==> src/hw/core_cfg_pkg.sv <==
package core_cfg_pkg;

  // ------------------------------------------------------------------------
  // pipeline configuration
  // ------------------------------------------------------------------------
  // data and pc width unless the top level overrides it
  localparam int unsigned DefaultXlen = 32;

  // integer register file
  localparam int unsigned RegAddrW = 5;
  localparam int unsigned NrRegs   = 32;

  // ------------------------------------------------------------------------
  // exception causes
  // ------------------------------------------------------------------------
  typedef logic [3:0] cause_t;

  localparam cause_t CauseIllegalInstr = 4'd2;

endpackage

==> src/hw/commit_stage.sv <==
`timescale 1ns/100ps

module commit_stage #(
  parameter int unsigned Xlen = core_cfg_pkg::DefaultXlen
) (
  input  logic                              clk_i,
  input  logic                              rst_ni,
  input  logic                              ex_valid_i,
  input  logic [Xlen-1:0]                   ex_pc_i,
  input  logic [core_cfg_pkg::RegAddrW-1:0] ex_rd_i,
  input  logic [Xlen-1:0]                   ex_result_i,
  input  logic                              ex_ex_i,
  input  core_cfg_pkg::cause_t              ex_cause_i,
  // write-back into the register file
  output logic                              wb_valid_o,
  output logic [core_cfg_pkg::RegAddrW-1:0] wb_rd_o,
  output logic                              wb_we_o,
  output logic [Xlen-1:0]                   wb_data_o,
  // retire report
  output logic                              retire_valid_o,
  output logic [Xlen-1:0]                   retire_pc_o,
  output logic [core_cfg_pkg::RegAddrW-1:0] retire_rd_o,
  output logic                              retire_we_o,
  output logic [Xlen-1:0]                   retire_wdata_o,
  output logic                              retire_ex_o,
  output core_cfg_pkg::cause_t              retire_cause_o
);
  logic we;

  // faulting instructions and x0 targets leave the registers alone
  assign we = (ex_rd_i != '0) & ~ex_ex_i;

  assign wb_valid_o = ex_valid_i;
  assign wb_rd_o    = ex_rd_i;
  assign wb_we_o    = we;
  assign wb_data_o  = ex_result_i;

  always_ff @(posedge clk_i or negedge rst_ni) begin
    if (!rst_ni) begin
      retire_valid_o <= 1'b0;
    end else begin
      retire_valid_o <= ex_valid_i;
    end
  end

  // data reads as zero when nothing is written
  always_ff @(posedge clk_i) begin
    if (ex_valid_i) begin
      retire_pc_o    <= ex_pc_i;
      retire_rd_o    <= ex_rd_i;
      retire_we_o    <= we;
      retire_wdata_o <= we ? ex_result_i : '0;
      retire_ex_o    <= ex_ex_i;
      retire_cause_o <= ex_cause_i;
    end
  end

  // an exception retires on the next cycle without a write
  a_ex_no_write : assert property (@(posedge clk_i) disable iff (!rst_ni)
    ex_valid_i && ex_ex_i |=> retire_valid_o && retire_ex_o && !retire_we_o);

endmodule

==> config.mk <==
export PLATFORM = sky130hd
export DESIGN_NAME = commit_stage
export DESIGN_NICKNAME = d
export VERILOG_FILES = /design/src/hw/core_cfg_pkg.sv /design/src/hw/commit_stage.sv
export SDC_FILE = /design/constraint.sdc
export NUM_CORES = 1
export LEC_CHECK = 0
export BUFFER_PORTS_ARGS = -buffer_cell sky130_fd_sc_hd__clkbuf_2
export CAP_MARGIN = 40
export CORE_UTILIZATION = 38
export DETAILED_ROUTE_END_ITERATION = 8
export PLACE_DENSITY_LB_ADDON = 0.08
export SYNTH_ARGS = -nofsm -noshare
export SYNTH_HDL_FRONTEND = slang
export SYNTH_SLANG_ARGS = --single-unit
==> constraint.sdc <==
create_clock -name clk_i -period 0.8 [get_ports clk_i]
set_input_delay 0.08 -clock clk_i [delete_from_list [all_inputs] [get_ports clk_i]]
set_output_delay 0.08 -clock clk_i [all_outputs]
set_load 0.1 [all_outputs]
==> impl_summary.txt <==
----------------------------------------------------
[Detailed routing]
  Number of DRC violations after detailed-routing iteration 0 ... 58
  Via density ... 4.51
  Vias ... 2,295
  Sum of met3 wire segment lengths after detailed routing ... 599 um
  Final routed wirelength across all metal layers ... 8490 um
  Number of antenna-violating nets in the routed design ... 0
  Highest layer used for signal routing ... met4
  DRC viols ... 0
  DR WL met2 ... 4650 um
  DR pass1 iterations ... 4
  Met1 Wirelength ... 3050 um
  Mean routed wirelength per cell ... 16.7 um

[CTS]
  Total number of clock tree sinks ... 76
  Clock tree from TritonCTS ... done
  H-tree levels ... 3
  Clock transition at path regs ... 90 ps
  Clock buffers created by TritonCTS ... 9
  Maximum clock insertion buffer count ... 2
  Clk root buf ... clkbuf_8

[Placed design]
  Number of port buffers ... 191
  Placer congestion estimate ... 0.685
  Post-placement cell count ... 451
  Minimum setup slack after placement ... -388 ps
  HPWL after detailed placement ... 5880 um

[Power]
  Static power due to leakage ... 2.67 nW
  Clk network pwr share ... 21.1%
  Highest ir drop seen on vdd ... 1.17 mV
  Power Dens Cells ... 2070 nW/um^2
  Reg power frac ... 37.2%
  Pint ... 0.00814 W
  Switching fraction of total power ... 39.3%
  Proportion of power drawn by combinational gates ... 41.6%
  P_sw ... 0.00527 W

[Synthesis]
  Share of synthesized area occupied by flip-flops and latches ... 75.5%
  Cell taking the most area after synthesis ... edfxtp_1
  Number of distinct library cell variants in the gate-level netlist after synthesis ... 10
  Ys Warns ... 0
  Avg Cell Area, Syn ... 15.9 um^2
  Summed instance area of the synthesized netlist ... 3020 um^2
  Cell with the most instances after synthesis ... edfxtp_1
  Number of synthesized flops with an enable pin ... 75
  Post-synth top area share ... 74.7%
  Number of cells produced by synthesis ... 190
  Most frequent cells after synthesis ... edfxtp_1 (75), buf_4 (38), nand2b_1 (32), a21oi_1 (31), clkbuf_1 (6)
  Main area contributors after synthesis ... edfxtp_1 (75%), buf_4 (9.5%), nand2b_1 (6.6%)
  Async SR Flop Fraction ... 1.32%
  Commonest register cell after synthesis ... edfxtp_1
  Post-synthesis net count ... 267
  Register bit count reported by yosys ... 76

[Timing]
  Worst setup margin ... -275 ps
  Fin. max-slew vios ... 0
  Number of setup violations in the final report ... 99
  Max Fclk ... 930 MHz
  Final number of hold-violating endpoints ... 0
  Final critical path time including I/O delays and setup ... 1080 ps
  Accumulated negative setup slack ... -18,570 ps
  Final period util ... 134%
  RSZ-0062 raised after global routing ... yes
  Max-slew headroom at the worst pin ... 78.7%
  Actual transition at the worst max-transition pin ... 318 ps

[Setup path]
  Sort of element at the end of the critical path ... output port
  Critical Path Start Type ... register
  Maximum fanout along the worst path ... 1
  Critical path's top delay family ... flip-flops
  Series of cell instances along the critical path ... buf_12
  CP max-delay cell ... edfxtp_1
  Crit path DAT ... 1000 ps
  Crit Path Class ... reg2out
  Largest incremental delay on the critical path ... 450 ps
  Required time reported for the critical path endpoint ... 720 ps
  Worst path bufs/invs ... 1

[Hold path]
  Type of the tightest min-delay check ... in2reg

[Floorplan]
  Initial Util ... 39.2%
  Chip width ... 91.1 um
  Area of the core ... 7690 um^2
  Cell row count ... 32
  Die outline height ... 91.1 um
  I/O pin count ... 192
  Die Area ... 8300 um^2

[Cells and area]
  Final std cells w/o fill ... 509
  Layout cells sized above 1 ... 62.7%
  # nets final ... 479
  Area delta synth->final ... 114%
  Antenna diode instance count ... 0

[Global routing]
  GRT overflow ... 0
  Via count of the first global-routing pass ... 2,385
  GRT Overall Usage ... 20.7%
  Pin count of the biggest net entering global routing ... 25
  First-pass GRT wire length ... 12,700 um
  Initial antenna violation count ... 0

[Status]
  Run status ... complete, but fails checks
  Violations in the final reports ... setup timing

[Run]
  Max-cap check violation count ... 0

----------------------------------------------------
[path summary, 6_finish.rpt]
check                                           from  slack [ps]  depth (start not counted)                  endpoint
worst max-delay path       retire_pc_o[23]$_DFFE_PP_        -280                          1           retire_pc_o[23]
worst min-delay path                      ex_rd_i[1]          30                          2  retire_rd_o[1]$_DFFE_PP_
max in group asynchronous                     rst_ni         640                          2  retire_valid_o$_DFF_PN0_
min in group asynchronous                     rst_ni          60                          2  retire_valid_o$_DFF_PN0_
[layer usage]
layer	vias up	global-route usage, %
met2	116	37.9
met4	0	8.33
met5	-	0
met1	1090	22.2
li1	1073	-
met3	16	6.28
[metrics by stage]
| stage | utilization, % | hold slack [ps] | cell area, um^2 | power [W] |
|---|---|---|---|---|
| after global routing | 84.2 | 17.0 | 6470 | 0.0137 |
| after global placement | 74.9 | -145 | 5760 | 0.0104 |
| after CTS | 83.7 | 27.6 | 6430 | 0.0134 |
| after floorplan | - | -216 | 3110 | 0.00827 |
| final | 84.2 | 35.0 | 6470 | 0.0134 |
| after detailed placement | 74.9 | -143 | 5760 | 0.0105 |
[layout by cell type, fill, tap and decap left out]
cell type,n
bufinv_16,1
clkinv_1,2
clkinvlp_4,3
clkbuf_2,72
clkbuf_8,10
dfrtp_2,1
nand2b_1,32
dlygate4sd3_1,37
a21oi_4,1
buf_6,3
a21oi_2,27
buf_12,123
a21oi_1,5
nor4_4,1
clkbuf_16,1
buf_4,10
clkinv_4,1
buf_16,1
edfxtp_1,75
clkbuf_1,1
[power by group through the flow]
stage          registers [W]  logic [W]  clock network [W]
6_report             0.00499    0.00558            0.00283
3_5_place_dp         0.00509    0.00539                  0
3_3_place_gp         0.00507    0.00535                  0
5_1_grt              0.00503    0.00569            0.00303
2_1_floorplan        0.00716    0.00111                  0
4_1_cts              0.00500    0.00558            0.00286
[registers in the layout, indices dropped and copies added, names as in the netlist]
signal,cells
retire_we_o,1
retire_ex_o,1
retire_rd_o,5
retire_cause_o,4
retire_pc_o,32
retire_wdata_o,32
retire_valid_o,1
[area by class of cell]
class | instances | area (um^2)
Clock buffer | 10 | 128
Clock inverter | 6 | 65.1
Fill cell | 369 | 1220
Inverter | 1 | 3.75
Multi-Input combinational cell | 66 | 499
Sequential cell | 76 | 2280
Tap cell | 102 | 128
Timing Repair Buffer | 248 | 3370
[repair_timing]
action                                 in CTS  in global routing
endpoints found under the hold margin      37                  0
setup endpoints to repair                  84                109
pin swaps                                   6                  2
cloned                                      2                  1
setup buffers                               2                  2
hold buffers                               37                  0
gates resized for setup                    12                 11
[cells by family (layout without fill, tap and decap cells)]
| kind of cell | after synthesis | in the layout | synth area share, % |
|---|---|---|---|
| compound gates | 33 | 33 | 5.72 |
| flops | 76 | 76 | 75.5 |
| simple gates | 33 | 33 | 7.34 |
| buf+inv | 48 | 265 | 11.4 |
Note: power is estimated with default switching activity, not from simulation.
