===== src/hw/core_cfg_pkg.sv =====
package core_cfg_pkg;

  // ------------------------------------------------------------------------
  // pipeline configuration
  // ------------------------------------------------------------------------
  // data and pc width unless the top level overrides it
  localparam int unsigned DefaultXlen = 32;

  // integer register file
  localparam int unsigned RegAddrW = 5;
  localparam int unsigned NrRegs   = 32;

  // ------------------------------------------------------------------------
  // exception causes
  // ------------------------------------------------------------------------
  typedef logic [3:0] cause_t;

  localparam cause_t CauseIllegalInstr = 4'd2;

endpackage


===== src/hw/rv_isa_pkg.sv =====
package rv_isa_pkg;

  // ------------------------------------------------------------------------
  // major opcodes
  // ------------------------------------------------------------------------
  localparam logic [6:0] OPCODE_OP     = 7'b0110011;
  localparam logic [6:0] OPCODE_OP_IMM = 7'b0010011;

  // funct3, shared by register and immediate forms
  localparam logic [2:0] F3_ADD_SUB = 3'b000;
  localparam logic [2:0] F3_XOR     = 3'b100;
  localparam logic [2:0] F3_OR      = 3'b110;
  localparam logic [2:0] F3_AND     = 3'b111;

  // funct7 of the register form
  localparam logic [6:0] F7_BASE = 7'b0000000;
  localparam logic [6:0] F7_SUB  = 7'b0100000;

  // ------------------------------------------------------------------------
  // execute operations
  // ------------------------------------------------------------------------
  typedef enum logic [2:0] {
    ALU_ADD,
    ALU_SUB,
    ALU_AND,
    ALU_OR,
    ALU_XOR
  } alu_op_e;

  // ------------------------------------------------------------------------
  // instruction word, register and immediate views
  // ------------------------------------------------------------------------
  typedef struct packed {
    logic [6:0] funct7;
    logic [4:0] rs2;
    logic [4:0] rs1;
    logic [2:0] funct3;
    logic [4:0] rd;
    logic [6:0] opcode;
  } rtype_t;

  typedef struct packed {
    logic [11:0] imm12;
    logic [4:0]  rs1;
    logic [2:0]  funct3;
    logic [4:0]  rd;
    logic [6:0]  opcode;
  } itype_t;

  typedef union packed {
    rtype_t r;
    itype_t i;
  } instr_t;

endpackage


===== src/hw/ex_stage.sv =====
`timescale 1ns/100ps

module ex_stage #(
  parameter int unsigned Xlen = core_cfg_pkg::DefaultXlen
) (
  input  logic                              clk_i,
  input  logic                              rst_ni,
  input  logic                              iss_valid_i,
  input  logic [Xlen-1:0]                   iss_pc_i,
  input  logic [core_cfg_pkg::RegAddrW-1:0] iss_rd_i,
  input  logic [Xlen-1:0]                   iss_a_i,
  input  logic [Xlen-1:0]                   iss_b_i,
  input  rv_isa_pkg::alu_op_e               iss_op_i,
  input  logic                              iss_ex_i,
  input  core_cfg_pkg::cause_t              iss_cause_i,
  output logic                              ex_valid_o,
  output logic [Xlen-1:0]                   ex_pc_o,
  output logic [core_cfg_pkg::RegAddrW-1:0] ex_rd_o,
  output logic [Xlen-1:0]                   ex_result_o,
  output logic                              ex_ex_o,
  output core_cfg_pkg::cause_t              ex_cause_o
);
  import rv_isa_pkg::*;

  logic [Xlen-1:0] result;

  // single-cycle alu, wraps at Xlen
  always_comb begin
    case (iss_op_i)
      ALU_SUB: result = iss_a_i - iss_b_i;
      ALU_AND: result = iss_a_i & iss_b_i;
      ALU_OR:  result = iss_a_i | iss_b_i;
      ALU_XOR: result = iss_a_i ^ iss_b_i;
      default: result = iss_a_i + iss_b_i;
    endcase
  end

  always_ff @(posedge clk_i or negedge rst_ni) begin
    if (!rst_ni) begin
      ex_valid_o <= 1'b0;
    end else begin
      ex_valid_o <= iss_valid_i;
    end
  end

  always_ff @(posedge clk_i) begin
    if (iss_valid_i) begin
      ex_pc_o     <= iss_pc_i;
      ex_rd_o     <= iss_rd_i;
      ex_result_o <= result;
      ex_ex_o     <= iss_ex_i;
      ex_cause_o  <= iss_cause_i;
    end
  end

endmodule


===== config.mk =====
export PLATFORM = sky130hd
export DESIGN_NAME = ex_stage
export DESIGN_NICKNAME = d
export VERILOG_FILES = /design/src/hw/core_cfg_pkg.sv /design/src/hw/rv_isa_pkg.sv /design/src/hw/ex_stage.sv
export SDC_FILE = /design/constraint.sdc
export NUM_CORES = 1
export LEC_CHECK = 0
export ABC_AREA = 1
export BUFFER_PORTS_ARGS = -buffer_cell sky130_fd_sc_hd__buf_2
export CAP_MARGIN = 20
export CORE_MARGIN = 3
export CORE_UTILIZATION = 45
export CTS_CLUSTER_SIZE = 16
export DETAILED_ROUTE_END_ITERATION = 7
export PLACE_DENSITY = 0.71
export SETUP_SLACK_MARGIN = 0.05
export SYNTH_ARGS = -nofsm -noshare
export SYNTH_HDL_FRONTEND = slang
export SYNTH_SLANG_ARGS = --single-unit

===== constraint.sdc =====
create_clock -name clk_i -period 0.8 [get_ports clk_i]
set_clock_uncertainty 0.15 [all_clocks]
set_input_delay 0.2 -clock clk_i [delete_from_list [all_inputs] [get_ports clk_i]]
set_output_delay 0.2 -clock clk_i [all_outputs]
set_load 0.02 [all_outputs]

==> flow_summary.html <==
<table>
<tr><th>Metric</th><th>Value</th></tr>
<tr><th colspan="2">Critical path</th></tr>
<tr><td>Critical-path top delay cell</td><td>ha_1</td></tr>
<tr><td>Largest stage delay on the critical path</td><td>0.33 ns</td></tr>
<tr><td>Sequence of cells on the critical path</td><td>buf_12 -&gt; inv_16 -&gt; ha_4 -&gt; nand3_4 -&gt; nor2_4 -&gt; nand3_4 -&gt; buf_4 -&gt; o21ai_4 -&gt; xor2_1 -&gt; ha_1 -&gt; nand2_1 -&gt; nand2_1 -&gt; inv_1 -&gt; nand2_1 -&gt; nand2_1 -&gt; nand2_2 -&gt; a21oi_2 -&gt; nand2_1 -&gt; nand2_1 -&gt; nand2_1 -&gt; nand2_1 -&gt; nand2_1</td></tr>
<tr><td>Arrival time at the worst endpoint</td><td>2.93 ns</td></tr>
<tr><td>Type of element launching the critical path</td><td>input port</td></tr>
<tr><td>Peak fanout along the critical path</td><td>4</td></tr>
<tr><td>Largest delay contributor family on the critical path</td><td>simple AND/OR/NAND/NOR gates</td></tr>
<tr><td>Crit Path Class</td><td>input port to register</td></tr>
<tr><td>WP data required</td><td>0.75 ns</td></tr>
<tr><td>Worst path most repeated cell</td><td>nand2_1</td></tr>
<tr><td>Total buffers and inverters traversed by the critical path</td><td>4</td></tr>
<tr><td>Critical Path Sink Type</td><td>register</td></tr>
<tr><th colspan="2">STA</th></tr>
<tr><td>Final Hold Vio Count</td><td>42</td></tr>
<tr><td>Maximum clock frequency</td><td>336.1 MHz</td></tr>
<tr><td>Setup TNS Final</td><td>-89.63 ns</td></tr>
<tr><td>Setup-failing EPs final</td><td>107</td></tr>
<tr><td>Hold slack</td><td>-0.1218 ns</td></tr>
<tr><td>Final Critical Period</td><td>2.976 ns</td></tr>
<tr><td>Unrepaired setup endpoints after global routing</td><td>yes</td></tr>
<tr><td>Worst-case headroom to the max-slew limit</td><td>0.6620</td></tr>
<tr><td>Transition time at the pin with the least slew margin</td><td>0.5070 ns</td></tr>
<tr><td>Final number of max-transition violations</td><td>0</td></tr>
<tr><td>Post-route clock period utilization</td><td>3.719</td></tr>
<tr><td>Final Worst Setup Slack</td><td>-2.176 ns</td></tr>
<tr><th colspan="2">Global routing</th></tr>
<tr><td>Total Routing Usage GR</td><td>0.2747</td></tr>
<tr><td>Initial antenna violation count</td><td>0</td></tr>
<tr><td>Overflow left after global routing</td><td>0</td></tr>
<tr><td>Pin count of the biggest net entering global routing</td><td>39</td></tr>
<tr><td>Via count of the first global-routing pass</td><td>8,111</td></tr>
<tr><td>First-pass GRT wire length</td><td>around 40 mm</td></tr>
<tr><th colspan="2">Clock tree</th></tr>
<tr><td>Post-CTS Hold Fix Bufs</td><td>1</td></tr>
<tr><td>Clock slew at the register clock pins of the worst setup and hold paths</td><td>~0.07 ns</td></tr>
<tr><td>Num Clock Sinks</td><td>75</td></tr>
<tr><td>CTS tree</td><td>done</td></tr>
<tr><td>Number of CTS-inserted buffers</td><td>9</td></tr>
<tr><td>Clk root buf</td><td>clkbuf_16</td></tr>
<tr><td>H-tree levels</td><td>3</td></tr>
<tr><td>Number of buffers between clock root and the deepest sink</td><td>2</td></tr>
<tr><th colspan="2">Floorplan</th></tr>
<tr><td>Vertical die dimension</td><td>133.8 um</td></tr>
<tr><td>Die W</td><td>about 130 um</td></tr>
<tr><td>Placement Rows</td><td>46</td></tr>
<tr><td>Die area</td><td>17,900 sq um</td></tr>
<tr><td>I/O pin count</td><td>187</td></tr>
<tr><td>Initial Utilization</td><td>0.4608</td></tr>
<tr><td>Core footprint</td><td>15,940 sq um</td></tr>
<tr><th colspan="2">Final layout</th></tr>
<tr><td>Final instance area</td><td>12,220 sq um</td></tr>
<tr><td>Layout net count</td><td>1,635</td></tr>
<tr><td>Synth-to-layout area growth</td><td>66.35%</td></tr>
<tr><td>End-of-flow core utilization</td><td>0.7666</td></tr>
<tr><td>Number of filler cells placed in the layout</td><td>1,052</td></tr>
<tr><td>Non-filler instance count after layout</td><td>1,647</td></tr>
<tr><td>Fraction of final layout cells sized beyond drive strength 1</td><td>0.4738</td></tr>
<tr><td>Diodes inserted</td><td>0</td></tr>
<tr><th colspan="2">Drt</th></tr>
<tr><td>Post-route DRC</td><td>0</td></tr>
<tr><td>Vias per cell</td><td>between 5 and 6</td></tr>
<tr><td>Number of design-rule violations left by the first detailed-router iteration</td><td>771</td></tr>
<tr><td>First-pass detailed-route iteration total</td><td>6</td></tr>
<tr><td>Detailed-route wire length per cell</td><td>between 15 and 20 um</td></tr>
<tr><td>Post-Route WL</td><td>28.75 mm</td></tr>
<tr><td>Number of nets still failing antenna checks after routing</td><td>0</td></tr>
<tr><td>Vias after detailed routing</td><td>8,773</td></tr>
<tr><th colspan="2">Synthesis</th></tr>
<tr><td>Post-synthesis area per instance</td><td>slightly above 7 sq um</td></tr>
<tr><td>Commonest cells in the synthesized netlist</td><td>nand2_1 (301), inv_1 (202), ha_1 (96)</td></tr>
<tr><td>Cells after Synth</td><td>1,015</td></tr>
<tr><td>Net count after synthesis</td><td>roughly 1.2k</td></tr>
<tr><td>Synth warnings</td><td>0</td></tr>
<tr><td>Cell area after synthesis</td><td>7347 sq um</td></tr>
<tr><td>Top-area cell type share of the netlist area</td><td>0.3025</td></tr>
<tr><td>Share of synthesized area occupied by flip-flops and latches</td><td>0.3059</td></tr>
<tr><td>Post-synthesis register bit count</td><td>75</td></tr>
<tr><td>Most used flip-flop cell after synthesis</td><td>edfxtp_1</td></tr>
<tr><td>Top area cells in the synthesized netlist</td><td>edfxtp_1 (30%), ha_1 (16%), nand2_1 (15%)</td></tr>
<tr><td>Distinct cell type count after synthesis</td><td>39</td></tr>
<tr><td>Cell taking the most area after synthesis</td><td>edfxtp_1</td></tr>
<tr><td>Count of flip-flops with a built-in enable after synthesis</td><td>74</td></tr>
<tr><td>Proportion of synthesized flip-flops having asynchronous set or reset</td><td>0.01333</td></tr>
<tr><td>Most used standard cell by instance count after synthesis</td><td>nand2_1</td></tr>
<tr><th colspan="2">Min path</th></tr>
<tr><td>Path category of the worst min-delay check</td><td>input port to register</td></tr>
<tr><th colspan="2">Placed design</th></tr>
<tr><td>IO buf count</td><td>186</td></tr>
<tr><td>Cell Count Post-Placement</td><td>1,601</td></tr>
<tr><td>Area post-placement</td><td>10,500 sq um</td></tr>
<tr><td>Gpl congestion</td><td>0.9410</td></tr>
<tr><td>Detailed-placement wirelength estimate</td><td>19.33 mm</td></tr>
<tr><th colspan="2">Status</th></tr>
<tr><td>Violations in the final reports</td><td>negative hold slack, negative setup slack</td></tr>
<tr><td>Outcome</td><td>finished with violations</td></tr>
<tr><th colspan="2">Pwr</th></tr>
<tr><td>Worst VDD drop</td><td>around 0.0012 V</td></tr>
<tr><td>Total power density per cell area</td><td>1482 nW/um^2</td></tr>
<tr><td>Power consumption</td><td>between 15 and 20 mW</td></tr>
<tr><td>Leak Pwr</td><td>6.411 nW</td></tr>
<tr><th colspan="2">Run</th></tr>
<tr><td>Maximum Capacitance Violations</td><td>0</td></tr>
</table>
[path summary, 6_finish.rpt]
path	start	to	cells after the start	slack (ns)
min in group asynchronous	rst_ni	ex_valid_o$_DFF_PN0_	2	0.01
max	iss_b_i[1]	ex_result_o[27]$_DFFE_PP_	22	-2.18
max in group asynchronous	rst_ni	ex_valid_o$_DFF_PN0_	2	0.40
min	iss_pc_i[11]	ex_pc_o[11]$_DFFE_PP_	1	-0.12
[metal layers]
metal | track usage | routed length (um)
met3 | 0.04839 | 2622
met2 | 0.4517 | 13160
met4 | 0.09657 | 1462
met1 | 0.3659 | 11510
met5 | 0 | 0
[through the flow]
stage	setup WS [ns]	hold slack (ns)
final	-2.176	-0.1218
after global routing	-2.241	-0.1319
after CTS	-1.785	-0.1263
after detailed placement	-2.349	-0.1726
after floorplan	-1.792	-0.2456
after global placement	-2.343	-0.1753
[kinds of logic (layout without fill, tap and decap cells)]
kind of cell	count (synthesis)	in the layout	synth area share
AO/OA/AOI/OAI	97	97	0.08668
XOR/XNOR	35	35	0.04172
adder cells (fa/ha/maj)	97	97	0.1662
buffers and inverters	219	635	0.1139
flip-flops	75	75	0.3059
AND/OR/NAND/NOR	492	492	0.2856
[flip-flops by register name, indices dropped and copies added, names as in the netlist]
| signal | cells |
|---|---|
| ex_pc_o | 32 |
| ex_result_o | 32 |
| ex_rd_o | 5 |
| ex_cause_o | 4 |
| ex_ex_o | 1 |
| ex_valid_o | 1 |
[power breakdown]
group	switching, mW	total [mW]	leakage, nW	internal, mW
clock	1.75	4.49	0.149	2.74
combinational	4.77	8.55	5.53	3.78
sequential	0.192	5.08	0.735	4.89
[timing repair]
action                                  CTS  global route
pin swaps                                84            50
hold endpoints to repair                 43            42
endpoints found under the setup margin  107           107
resized for setup                       177           160
setup buffers                            16            13
[layout make-up]
| class | instances | area [sq um] | share of cell area |
|---|---|---|---|
| Timing Repair Buffer | 414 | 3249 | 0.2659 |
| Multi-Input combinational cell | 721 | 5324 | 0.4356 |
| Sequential cell | 75 | 2247 | 0.1839 |
| Clock inverter | 6 | 88.84 | 0.007269 |
| Clock buffer | 10 | 229.0 | 0.01873 |
| Tap cell | 216 | 270.3 | 0.02211 |
| Inverter | 205 | 813.3 | 0.06654 |
[layout by cell type (no fill, tap or decap), types with 8 or more instances in the layout]
| cell type | count |
|---|---|
| nand2_1 | 231 |
| buf_4 | 191 |
| inv_1 | 174 |
| buf_2 | 130 |
| ha_1 | 79 |
| buf_6 | 75 |
| edfxtp_1 | 74 |
| nand2_2 | 67 |
| nor2_1 | 60 |
| nand3_1 | 30 |
| xor2_1 | 28 |
| inv_2 | 26 |
| a221oi_1 | 22 |
| nor2_2 | 20 |
| nand2_4 | 19 |
| nor2_4 | 19 |
| a21oi_2 | 18 |
| nand3_2 | 15 |
| ha_4 | 15 |
| o21ai_1 | 11 |
| buf_12 | 11 |
| clkbuf_16 | 9 |
| a21oi_1 | 8 |
| nand4_1 | 8 |
Note: power is estimated with default switching activity, not from simulation.
